### src/dehaze_pkg.sv
package dehaze_pkg;

    localparam int img_dim = 8;
    localparam int num_pix = img_dim * img_dim;

    typedef logic [2:0] coord_t;
    typedef logic [5:0] addr_t;    // {y, x}
    typedef logic [7:0] chan_t;

    typedef struct packed {
        chan_t r;
        chan_t g;
        chan_t b;
    } rgb_t;

    // 3x3 neighbourhood, index 0 is top left, raster order
    typedef rgb_t [8:0] win_t;

    typedef logic [6:0] gain_t;    // Q4, 64 down to 16
    typedef gain_t [255:0] gain_tbl_t;

    // t_pct = 25 + 0.3 * dark, capped at 100
    // gain = 1 / t in Q4
    function automatic gain_tbl_t make_gain_rom();
        gain_tbl_t tbl;
        int t_pct;
        for (int d = 0; d < 256; d++) begin
            t_pct = 25 + (3 * d) / 10;
            if (t_pct > 100) begin
                t_pct = 100;
            end
            tbl[d] = gain_t'(1600 / t_pct);
        end
        return tbl;
    endfunction

    localparam gain_tbl_t gain_rom = make_gain_rom();

endpackage

### src/frame_rd_if.sv
`timescale 1ns/1ps

interface frame_rd_if;
    import dehaze_pkg::*;

    coord_t win_x;
    coord_t win_y;
    win_t   taps;     // neighbourhood around (win_x, win_y)
    rgb_t   center;

    modport reader (
        output win_x,
        output win_y,
        input  taps,
        input  center
    );

    // combinational lookup on the store side
    modport store (
        input  win_x,
        input  win_y,
        output taps,
        output center
    );

endinterface

### src/dark_channel.sv
`timescale 1ns/1ps

module dark_channel (
    input  logic              clk,
    input  logic              rst,
    input  logic              full_req,
    output logic              full_ack,
    frame_rd_if.reader        win_rd,
    output logic              map_req,
    input  logic              map_ack,
    input  dehaze_pkg::addr_t dark_addr,
    output dehaze_pkg::chan_t dark
);
    import dehaze_pkg::*;

    localparam coord_t first_pos = coord_t'(1);
    localparam coord_t last_pos  = coord_t'(img_dim - 2);

    chan_t  dark_map [num_pix];
    coord_t scan_x;
    coord_t scan_y;
    logic   scanning;
    chan_t  dark_min;

    function automatic chan_t min2(chan_t a, chan_t b);
        return (a < b) ? a : b;
    endfunction

    // 27 channel values of the current window
    always_comb begin
        dark_min = '1;
        for (int k = 0; k < 9; k++) begin
            dark_min = min2(dark_min, min2(win_rd.taps[k].r,
                                           min2(win_rd.taps[k].g, win_rd.taps[k].b)));
        end
    end

    always_ff @(posedge clk or posedge rst) begin
        if (rst) begin
            scanning <= 1'b0;
            scan_x   <= first_pos;
            scan_y   <= first_pos;
            map_req  <= 1'b0;
            full_ack <= 1'b0;
        end else begin
            if (scanning) begin
                if (scan_x == last_pos) begin
                    scan_x <= first_pos;
                    if (scan_y == last_pos) begin
                        scan_y   <= first_pos;
                        scanning <= 1'b0;
                        map_req  <= 1'b1;    // last window written this edge
                    end else begin
                        scan_y <= scan_y + 1'b1;
                    end
                end else begin
                    scan_x <= scan_x + 1'b1;
                end
            end else if (full_req && !full_ack && !map_req && !map_ack) begin
                scanning <= 1'b1;
            end

            // output stage done with the frame, let the store go
            if (map_req && map_ack) begin
                full_ack <= 1'b1;
            end
            if (full_ack && !full_req) begin
                full_ack <= 1'b0;
                map_req  <= 1'b0;
            end
        end
    end

    always_ff @(posedge clk) begin
        if (scanning) begin
            dark_map[{scan_y, scan_x}] <= dark_min;
        end
    end

    assign win_rd.win_x = scan_x;
    assign win_rd.win_y = scan_y;
    assign dark         = dark_map[dark_addr];

    // window centre as seen through the interface
    a_scan_interior: assert property (
        @(posedge clk) disable iff (rst)
        scanning |-> win_rd.win_x inside {[first_pos:last_pos]}
                  && win_rd.win_y inside {[first_pos:last_pos]}
    );

endmodule

### src/flat_wrapper.sv
// flat-port wrapper written by rule: the top's interface ports become plain ports
module dark_channel_flat import dehaze_pkg::*;
  (clk, rst, full_req, full_ack, map_req, map_ack, dark_addr, dark, win_rd_win_x, win_rd_win_y, win_rd_taps, win_rd_center);
  frame_rd_if win_rd_i ();
  input  logic clk;
  input  logic rst;
  input  logic full_req;
  output logic full_ack;
  output logic map_req;
  input  logic map_ack;
  input  dehaze_pkg::addr_t dark_addr;
  output dehaze_pkg::chan_t dark;
  output wire logic [$bits(win_rd_i.win_x)-1:0] win_rd_win_x;
  output wire logic [$bits(win_rd_i.win_y)-1:0] win_rd_win_y;
  input wire logic [$bits(win_rd_i.taps)-1:0] win_rd_taps;
  input wire logic [$bits(win_rd_i.center)-1:0] win_rd_center;
  assign win_rd_win_x = win_rd_i.win_x;
  assign win_rd_win_y = win_rd_i.win_y;
  assign win_rd_i.taps = win_rd_taps;
  assign win_rd_i.center = win_rd_center;
  dark_channel u_core (.clk(clk), .rst(rst), .full_req(full_req), .full_ack(full_ack), .win_rd(win_rd_i), .map_req(map_req), .map_ack(map_ack), .dark_addr(dark_addr), .dark(dark));
endmodule
### config.mk
export PLATFORM = sky130hd
export DESIGN_NAME = dark_channel_flat
export DESIGN_NICKNAME = d
export VERILOG_FILES = /design/src/dehaze_pkg.sv /design/src/frame_rd_if.sv /design/src/dark_channel.sv /design/src/flat_wrapper.sv
export SDC_FILE = /design/constraint.sdc
export NUM_CORES = 1
export LEC_CHECK = 0
export ABC_AREA = 1
export BUFFER_PORTS_ARGS = -buffer_cell sky130_fd_sc_hd__buf_2
export CAP_MARGIN = 20
export CELL_PAD_IN_SITES_DETAIL_PLACEMENT = 1
export CELL_PAD_IN_SITES_GLOBAL_PLACEMENT = 2
export CORE_MARGIN = 3
export CORE_UTILIZATION = 41
export DETAILED_ROUTE_END_ITERATION = 10
export PLACE_DENSITY_LB_ADDON = 0.3
export SLEW_MARGIN = 20
export SYNTH_ARGS = -nofsm -noshare
export SYNTH_HDL_FRONTEND = slang
export SYNTH_SLANG_ARGS = --single-unit
### constraint.sdc
create_clock -name clk -period 7.1 [get_ports clk]
set_input_delay 1.42 -clock clk [delete_from_list [all_inputs] [get_ports clk]]
set_output_delay 1.42 -clock clk [all_outputs]
set_load 0.02 [all_outputs]
==> impl_metrics.json <==
{
  "skew_ps": 25.86,
  "synth_warnings": 0,
  "drt_iter0_drc": 1976,
  "period_minus_slack_ps": 12710,
  "syn_inst": 2751,
  "max_freq_mhz": 78.67,
  "cp.arrival_ps": 13190,
  "drive_gt1_share_pct": 30.49,
  "post_drt_via_cell_ratio": 5.714,
  "port_buffers": 241,
  "firstDrtPassIters": 5,
  "start_kind": "input pin",
  "grt_start_max_net_pins": 101,
  "avgRoutedWirePerCell_um": 22.91,
  "clockBufferDepth": 3,
  "gp_congestion": 0.8395,
  "hold_class": "reg2reg",
  "finalInstanceArea_mm2": 0.03609,
  "setup_slack_ps": -5612,
  "boundaryPins": 266,
  "worst_path_max_delay_cell": "a211oi_4",
  "grt_util_all_layers_pct": 27.16,
  "root_buffer": "clkbuf_16",
  "vias": 24580,
  "ant_nets": 0,
  "grt_pass1_vias": 26300,
  "insertion_delay_ps": 620,
  "path_buf_inv": 22,
  "antenna_found_initial": 0,
  "maxCapViolCount": 0,
  "nets": 3829,
  "cts_tree": "done",
  "crit_path_end_kind": "flip-flop",
  "syn-num-nets": 3174,
  "synth_area_mm2": 0.02715,
  "post-route-period-util_pct": 179.0,
  "crit_family": "simple AND/OR/NAND/NOR gates",
  "maxSlewViolCount": 0,
  "die_area_mm2": 0.06934,
  "worstMarginPinSlew_ps": 1245,
  "die_w_um": 263.3,
  "synth.yosys.seq_area_share_pct": 57.47,
  "crit_type": "in2reg",
  "syn_avg_cell_area_um2": 9.869,
  "violations": "negative setup slack",
  "ys_seq_elements": 521,
  "fillers": 7213,
  "drt-total-wl_mm": 98.57,
  "dp.final_hpwl_mm": 64.70,
  "relSlewSlack_pct": 16.70,
  "grt_first_pass_wirelength_mm": 147.9,
  "htreeDepth": 2,
  "rsz0062_at_grt": "yes",
  "path_clk_slew_ps": 60,
  "cp_data_required_time_ps": 7570,
  "grt-ovfl-total": 0,
  "post-route-util_pct": 55.59,
  "crit_fanout": 20,
  "rows": 93,
  "clock-sinks": 521,
  "synthToLayoutAreaGrowth_pct": 32.94,
  "finalSetupViolCount": 512,
  "die_y_um": 263.3,
  "synth.distinct_cells": 33,
  "placed_area_mm2": 0.03253,
  "numCtsBuffers": 51,
  "coreArea_mm2": 0.06493,
  "status": "finished, violations left",
  "cpMostUsedCell": "nand2_1",
  "hold_buffers": 0,
  "initial_core_util_pct": 41.81,
  "diodes": 0,
  "hold_viol": 0,
  "drc": 0,
  "slowest_delay_ps": 330
}
[through the flow]
stage          worst slack, ps  hold WS, ps   TNS, ps  instances
2_1_floorplan            -5976        489.8  -3047230       2751
3_3_place_gp             -5748        502.3  -2909270       4118
3_5_place_dp             -6712        515.0  -3392060       4118
4_1_cts                  -5090        524.1  -2577190       4279
5_1_grt                  -6368        550.5  -3219990       4302
6_report                 -5612        524.5  -2834760       4302
[layout by cell type (no fill, tap or decap), types with 25 or more instances in the layout]
master and n:
o21ai_0 445, o211ai_1 27, a21oi_1 56, nor2_2 27
nand2_8 28, ha_1 145, clkbuf_16 54, buf_2 237
o22ai_1 136, nor2_1 423, edfxtp_1 512, inv_1 155
nand2_2 46, nand2_1 334, nand3_1 57, ha_4 25
buf_4 434, o21ai_2 38
[path summary, 6_finish.rpt]
path	from	end	slack (ps)	cells after the start
max	win_rd_taps[7]	u_core.dark_map[62][5]	-5610	90
min	u_core.win_rd.win_x[0]	u_core.win_rd.win_x[0]	520	2
max reg2reg	u_core.win_rd.win_x[0]	u_core.dark_map[59][3]	4410	4
min reg2reg	u_core.win_rd.win_x[0]	u_core.win_rd.win_x[0]	520	2
max in group asynchronous	rst	u_core.win_rd.win_x[0]	6030	2
min in group asynchronous	rst	u_core.win_rd.win_y[1]	750	2
[state kept, by name, indices dropped and copies added, names as in the netlist]
name	flops
u_core.dark_map	512
u_core.full_ack	1
u_core.map_req	1
u_core.scanning	1
u_core.win_rd.win_x	3
u_core.win_rd.win_y	3
[worst register-to-register path, stage by stage, from the launching register on]
cell     delay, ps
dfstp_2        590
inv_1           90
nor3_1         260
nand2_1        360
nor2_1         990
[routing by layer]
layer / vias to the layer above / global-route usage, % / wire length (um) / share of wire, %
li1: 11170 / - / - / -
met5: - / 0 / 0 / 0
met3: 198 / 3.505 / 7002 / 7.1
met4: 0 / 9.671 / 3463 / 3.5
met2: 979 / 47.71 / 49040 / 50
met1: 12230 / 34.43 / 39070 / 40
[cell families after synthesis]
| group | Yosys count | share of synthesized area, % |
|---|---|---|
| AOI/OAI and AO/OA | 799 | 16.25 |
| adders and majority gates | 173 | 7.973 |
| buffers and inverters | 316 | 4.374 |
| DFF | 521 | 57.47 |
| and+or+nand+nor | 942 | 13.94 |
[area by class of cell]
type | count | area [um2] | share of cell area, %
Inverter | 183 | 732.0 | 2.028
Clock buffer | 63 | 1321 | 3.661
Timing Repair inverter | 7 | 53.80 | 0.1491
Multi-Input combinational cell | 1932 | 11890 | 32.95
Sequential cell | 521 | 15600 | 43.23
Tap cell | 855 | 1070 | 2.964
Timing Repair Buffer | 710 | 5139 | 14.24
Clock inverter | 31 | 281.5 | 0.7800
[Yosys cell counts (all sizes together)]
cell | instances | area, um2
edfxtp | 512 | 15370
o21ai | 503 | 2517
nor2 | 454 | 1712
nand2 | 408 | 1644
inv | 181 | 679.4
ha | 173 | 2165
o22ai | 136 | 850.8
clkbuf | 132 | 495.5
a21oi | 79 | 399.1
nand3 | 67 | 335.3
o211ai | 27 | 202.7
o221ai | 18 | 157.7
a211oi | 13 | 102.6
nand4 | 9 | 56.30
dfrtp | 7 | 175.2
o21a | 7 | 52.55
o32ai | 6 | 52.55
a21o | 5 | 37.54
o21bai | 4 | 30.03
clkinv | 2 | 7.510
dfstp | 2 | 52.55
nand3b | 2 | 15.01
nor3 | 2 | 21.27
buf | 1 | 5.000
o31ai | 1 | 7.510
[what timing repair did]
item,CTS,global route
pin swaps,74,29
gates resized for setup,185,68
setup buffers,44,15
cloned,23,6
setup endpoints to repair,512,512
Power is not shown: default switching activity piles up to over one toggle a cycle in this logic, so the estimate is an artifact.
