<file path="config.mk">
export PLATFORM = sky130hd
export DESIGN_NAME = scene_recovery_flat
export DESIGN_NICKNAME = d
export VERILOG_FILES = /design/src/dehaze_pkg.sv /design/src/frame_rd_if.sv /design/src/scene_recovery.sv /design/src/flat_wrapper.sv
export SDC_FILE = /design/constraint.sdc
export NUM_CORES = 1
export LEC_CHECK = 0
export BUFFER_PORTS_ARGS = -buffer_cell sky130_fd_sc_hd__buf_2
export CORE_MARGIN = 4
export CORE_UTILIZATION = 40
export CTS_CLUSTER_SIZE = 20
export DETAILED_ROUTE_END_ITERATION = 10
export HOLD_SLACK_MARGIN = 0.02
export PLACE_DENSITY = 0.68
export SLEW_MARGIN = 10
export SYNTH_ARGS = -nofsm -noshare
export SYNTH_HDL_FRONTEND = slang
export SYNTH_SLANG_ARGS = --single-unit
</file>
<file path="constraint.sdc">
create_clock -name clk -period 7.5 [get_ports clk]
set_clock_uncertainty 0.2 [all_clocks]
set_input_delay 0.75 -clock clk [delete_from_list [all_inputs] [get_ports clk]]
set_output_delay 0.75 -clock clk [all_outputs]
set_load 0.005 [all_outputs]
</file>
<file path="src/dehaze_pkg.sv">
package dehaze_pkg;

    localparam int img_dim = 8;
    localparam int num_pix = img_dim * img_dim;

    typedef logic [2:0] coord_t;
    typedef logic [5:0] addr_t;    // {y, x}
    typedef logic [7:0] chan_t;

    typedef struct packed {
        chan_t r;
        chan_t g;
        chan_t b;
    } rgb_t;

    // 3x3 neighbourhood, index 0 is top left, raster order
    typedef rgb_t [8:0] win_t;

    typedef logic [6:0] gain_t;    // Q4, 64 down to 16
    typedef gain_t [255:0] gain_tbl_t;

    // t_pct = 25 + 0.3 * dark, capped at 100
    // gain = 1 / t in Q4
    function automatic gain_tbl_t make_gain_rom();
        gain_tbl_t tbl;
        int t_pct;
        for (int d = 0; d < 256; d++) begin
            t_pct = 25 + (3 * d) / 10;
            if (t_pct > 100) begin
                t_pct = 100;
            end
            tbl[d] = gain_t'(1600 / t_pct);
        end
        return tbl;
    endfunction

    localparam gain_tbl_t gain_rom = make_gain_rom();

endpackage

</file>
<file path="src/frame_rd_if.sv">
`timescale 1ns/1ps

interface frame_rd_if;
    import dehaze_pkg::*;

    coord_t win_x;
    coord_t win_y;
    win_t   taps;     // neighbourhood around (win_x, win_y)
    rgb_t   center;

    modport reader (
        output win_x,
        output win_y,
        input  taps,
        input  center
    );

    // combinational lookup on the store side
    modport store (
        input  win_x,
        input  win_y,
        output taps,
        output center
    );

endinterface

</file>
<file path="src/scene_recovery.sv">
`timescale 1ns/1ps

module scene_recovery (
    input  logic              clk,
    input  logic              rst,
    input  logic              map_req,
    output logic              map_ack,
    frame_rd_if.reader        pix_rd,
    output dehaze_pkg::addr_t dark_addr,
    input  dehaze_pkg::chan_t dark,
    output logic              out_req,
    input  logic              out_ack,
    output dehaze_pkg::rgb_t  out_pix,
    output logic              out_last
);
    import dehaze_pkg::*;

    localparam coord_t edge_pos = coord_t'(img_dim - 1);

    addr_t  pix_addr;
    logic   streaming;
    coord_t pos_x;
    coord_t pos_y;
    logic   border;
    gain_t  gain;
    rgb_t   rec_pix;

    // J = A - min(A, gain * (A - I)), A = 255
    function automatic chan_t recover(chan_t c, gain_t g);
        chan_t       inv;
        logic [14:0] prod;
        logic [10:0] scaled;
        inv    = 8'd255 - c;
        prod   = g * inv;
        scaled = prod[14:4];
        return (scaled > 11'd255) ? 8'd0 : 8'd255 - scaled[7:0];
    endfunction

    assign pos_x     = pix_addr[2:0];
    assign pos_y     = pix_addr[5:3];
    assign dark_addr = pix_addr;

    assign pix_rd.win_x = pos_x;
    assign pix_rd.win_y = pos_y;

    assign border = (pos_x == '0) || (pos_y == '0) || (pos_x == edge_pos) || (pos_y == edge_pos);
    assign gain   = gain_rom[dark];

    always_comb begin
        if (border) begin
            rec_pix = pix_rd.center;    // untouched
        end else begin
            rec_pix.r = recover(pix_rd.center.r, gain);
            rec_pix.g = recover(pix_rd.center.g, gain);
            rec_pix.b = recover(pix_rd.center.b, gain);
        end
    end

    always_ff @(posedge clk or posedge rst) begin
        if (rst) begin
            streaming <= 1'b0;
            pix_addr  <= '0;
            out_req   <= 1'b0;
            out_last  <= 1'b0;
            map_ack   <= 1'b0;
        end else begin
            if (out_req) begin
                if (out_ack) begin
                    out_req  <= 1'b0;
                    out_last <= 1'b0;
                    pix_addr <= pix_addr + 1'b1;    // back to 0 after the frame
                    if (pix_addr == addr_t'(num_pix - 1)) begin
                        streaming <= 1'b0;
                        map_ack   <= 1'b1;
                    end
                end
            end else if (streaming && !out_ack) begin
                out_req  <= 1'b1;
                out_last <= (pix_addr == addr_t'(num_pix - 1));
            end else if (map_req && !map_ack && !streaming) begin
                streaming <= 1'b1;
            end

            if (map_ack && !map_req) begin
                map_ack <= 1'b0;
            end
        end
    end

    // payload captured together with the req edge
    always_ff @(posedge clk) begin
        if (!out_req && streaming && !out_ack) begin
            out_pix <= rec_pix;
        end
    end

    a_out_stable: assert property (
        @(posedge clk) disable iff (rst)
        out_req && !out_ack |=> $stable(out_pix) && $stable(out_last)
    );

endmodule

</file>
<file path="src/flat_wrapper.sv">
// flat-port wrapper written by rule: the top's interface ports become plain ports
module scene_recovery_flat import dehaze_pkg::*;
  (clk, rst, map_req, map_ack, dark_addr, dark, out_req, out_ack, out_pix, out_last, pix_rd_win_x, pix_rd_win_y, pix_rd_taps, pix_rd_center);
  frame_rd_if pix_rd_i ();
  input  logic clk;
  input  logic rst;
  input  logic map_req;
  output logic map_ack;
  output dehaze_pkg::addr_t dark_addr;
  input  dehaze_pkg::chan_t dark;
  output logic out_req;
  input  logic out_ack;
  output dehaze_pkg::rgb_t out_pix;
  output logic out_last;
  output wire logic [$bits(pix_rd_i.win_x)-1:0] pix_rd_win_x;
  output wire logic [$bits(pix_rd_i.win_y)-1:0] pix_rd_win_y;
  input wire logic [$bits(pix_rd_i.taps)-1:0] pix_rd_taps;
  input wire logic [$bits(pix_rd_i.center)-1:0] pix_rd_center;
  assign pix_rd_win_x = pix_rd_i.win_x;
  assign pix_rd_win_y = pix_rd_i.win_y;
  assign pix_rd_i.taps = pix_rd_taps;
  assign pix_rd_i.center = pix_rd_center;
  scene_recovery u_core (.clk(clk), .rst(rst), .map_req(map_req), .map_ack(map_ack), .pix_rd(pix_rd_i), .dark_addr(dark_addr), .dark(dark), .out_req(out_req), .out_ack(out_ack), .out_pix(out_pix), .out_last(out_last));
endmodule
</file>
==> results.md <==
* Run status: completed
* Maximum VDD drop at 0.170 mV
* Power share of the combinational group at 70.1%
* Std cell rows at 49
* First-pass GRT wire length at 30.0 mm
* Root Buffer: clkbuf_16
* Post-CTS setup buffer count at 0
* Die X at 144 um
* Starting Density at 40.9%
* Grt total ovfl at 0
* Fmax at 144 MHz
* Most frequent CP cell: fa_1
* Period utilization at 92.9%
* Critical-path top delay cell: mux2i_1
* Height of the chip at 144 um
* Post-Synth Adder-Cell Area at 39.5%
* Psw at 940 uW
* Complex-gate fraction of the synthesized area at 15.1%
* Dpl hpwl at 13.1 mm
* Maximum buffer depth of the clock tree at 2
* Mux contribution to synthesized area at 1.15%
* Post-route ant nets at 0
* Vias in the first global route at 6,241
* Final Max Tran Viols at 0
* Net Count, Synth at 1,306
* H-Tree Depth at 2
* Die Area at 0.0207 mm2
* Leading post-synthesis cells by cell area: fa_1 23%, ha_1 17%, edfxtp_1 9.7%
* I/O Pins at 291
* Switching part of the total at 47.0%
* Final setup vio count at 0
* CP max stage delay at 0.55 ns
* Area leader, netlist: fa_1
* Worst-Margin Slew at 0.767 ns
* Fillers at 1,772
* Crit path capture type: flip-flop
* DRT iter0 DRCs at 435
* Wire per inst at 14.7 um
* Yosys reg bits at 34
* Post_cts resized at 0
* RSZ-0062 raised after global routing: no
* Largest family of logic cells by synthesized area: adder cells
* Post-synth EDFFs at 24
* Post-Synth Simple-Gate Area at 19.1%
* Ys Warns at 0
* Post-synthesis xor/xnor area fraction at 3.55%
* CTS tree: done
* Wirelength, routed at 17.0 mm
* Core region area at 0.0181 mm2
* Worst-path clk slew at 0.07 ns
* Via count at 6,172
* Yosys top cell area share at 22.7%
* Critical path class: in2reg
* Synthesis-to-finish area growth at 10.5%
* Rel. slew slack at 48.7%
* Clock sinks at 34
* All-Layer GR Usage at 17.6%
* Seq pwr share at 16.5%
* LEAKAGE at 4.20 nW
* CP delay by family, top: adder cells
* Drt via density at 5.33
* Multi-input logic area at 0.00581 mm2
* Distinct cells, synth at 72
* Clock network power share at 13.4%
* TNS Setup at 0 ns
* Power, Total at 2.00 mW
* # port buffers at 74
* PD cells at 245 mW/mm2
* Internal power at 1.06 mW
* Inserted Clock Buffers at 5
* Worst EP required at 7.32 ns
* Hold/Removal Path Class: in2async
* Primary FF master, synth: edfxtp_1
* Initial antenna violation count at 1
* Fin. Hold Viols at 0
* Drt first pass iters at 7
* Drt drc at 0
* WP buf/inv at 4
* Post-synth top cells: 152 x nor2_1, 107 x inv_1, 99 x ha_1
* RD Place Congestion at 0.891
* Arr. time, crit path at 6.78 ns
* Cell Area, Synth at 0.00740 mm2
* Mapped Cells at 871
* Top-count cell post-synth: nor2_1
* Hold-fix buffers, CTS at 0
* Max_cap viols at 0
* Minimum clock period at 6.96 ns
* Share of cells above drive strength 1 at 15.7%
* Highest net fanout along the worst path at 15
* Nets@finish at 1,361
* Synthesized area per cell at 8.49 um2
* Register area at 971 um2
* Sequential share of the synthesized area at 13.1%
* Async SR Flop Fraction at 29.4%
* Worst skew pair latency at 0.30 ns
* Largest net degree at the start of global routing at 37
* Startpoint types: input pin
[sequential cells by signal (all words and copies together), names as in the netlist]
name	cells
u_core.dark_addr	6
u_core.map_ack	1
u_core.out_last	1
u_core.out_pix	24
u_core.out_req	1
u_core.streaming	1
[cell usage in the layout, fill, tap and decap left out, types with 4 or more instances in the layout]
| cell | synthesis | final |
|---|---|---|
| mux2i_1 | 4 | 4 |
| o31ai_1 | 19 | 19 |
| ha_1 | 99 | 99 |
| fa_1 | 84 | 84 |
| or2b_1 | 4 | 4 |
| xor2_1 | 10 | 10 |
| buf_2 | 12 | 74 |
| a211o_1 | 5 | 5 |
| nor2_1 | 152 | 152 |
| nand2b_1 | 16 | 16 |
| or2_2 | 30 | 30 |
| nand3_1 | 12 | 12 |
| inv_1 | 107 | 107 |
| a211oi_1 | 5 | 5 |
| edfxtp_1 | 24 | 24 |
| a21o_1 | 13 | 13 |
| mux2_2 | 4 | 4 |
| nand4_1 | 4 | 4 |
| nand2_1 | 46 | 46 |
| nor2b_1 | 7 | 7 |
| a31oi_1 | 8 | 7 |
| a21oi_1 | 33 | 33 |
| o21bai_1 | 6 | 6 |
| buf_4 | 6 | 19 |
| dfrtp_1 | 10 | 10 |
| xnor2_1 | 20 | 20 |
| clkbuf_16 | 0 | 7 |
| o21ai_0 | 29 | 28 |
| nor3_1 | 5 | 5 |
[cells by family (layout without fill, tap and decap cells)]
logic type | Yosys count | count (layout)
compound gates | 161 | 161
xor+xnor | 30 | 30
fa+ha+maj | 183 | 183
buf+inv | 153 | 209
flops | 34 | 34
mux | 8 | 8
other cells | 0 | 1
simple gates | 302 | 302
[through the flow]
step           setup WS, ns  instances  area [um2]  utilization, %  hold WS [ns]
6_report              0.536       1157        8170            45.2         0.212
4_1_cts               0.541       1156        8170            45.2         0.218
5_1_grt              0.0839       1157        8170            45.2         0.231
2_1_floorplan         0.375        871        7400               -         0.281
3_3_place_gp          0.282       1148        7990            44.2         0.297
3_5_place_dp          0.248       1148        7990            44.2         0.312
[layout make-up]
type | instances | share of cell area (%)
antenna | 1 | 0.0306
clock buffer | 7 | 2.14
clock inverter | 1 | 0.107
inverter | 108 | 4.96
multi-input combinational | 684 | 71.1
sequential | 34 | 11.9
tap | 229 | 3.51
timing repair buffer | 93 | 6.28
[power groups by stage]
stage	sequential, mW	clock (mW)	combinational (mW)
after floorplan	0.337	0	1.06
after global placement	0.332	0	1.38
after detailed placement	0.332	0	1.39
after CTS	0.330	0.277	1.40
after global routing	0.338	0.284	1.62
final	0.329	0.269	1.40
[worst paths after layout]
kind,depth (start not counted),end,slack [ns],startpoint
worst max-delay path,25,u_core.out_pix[8],0.54,dark[1]
worst min-delay path,2,u_core.out_req,0.21,rst
worst max register to register,10,u_core.out_pix[21],4.45,u_core.dark_addr[0]
worst min register to register,1,u_core.map_ack,0.32,u_core.map_ack
max in group asynchronous,2,u_core.out_last,6.61,rst
min in group clk,1,u_core.map_ack,0.32,u_core.map_ack
[layer usage]
metal	vias up	global-route usage [%]	wire, um
li1	3034	-	-
met1	2944	25.7	8320
met2	170	27.5	7480
met3	24	2.38	866
met4	0	4.76	290
met5	-	0	0
(Power assumes the default switching activity.)
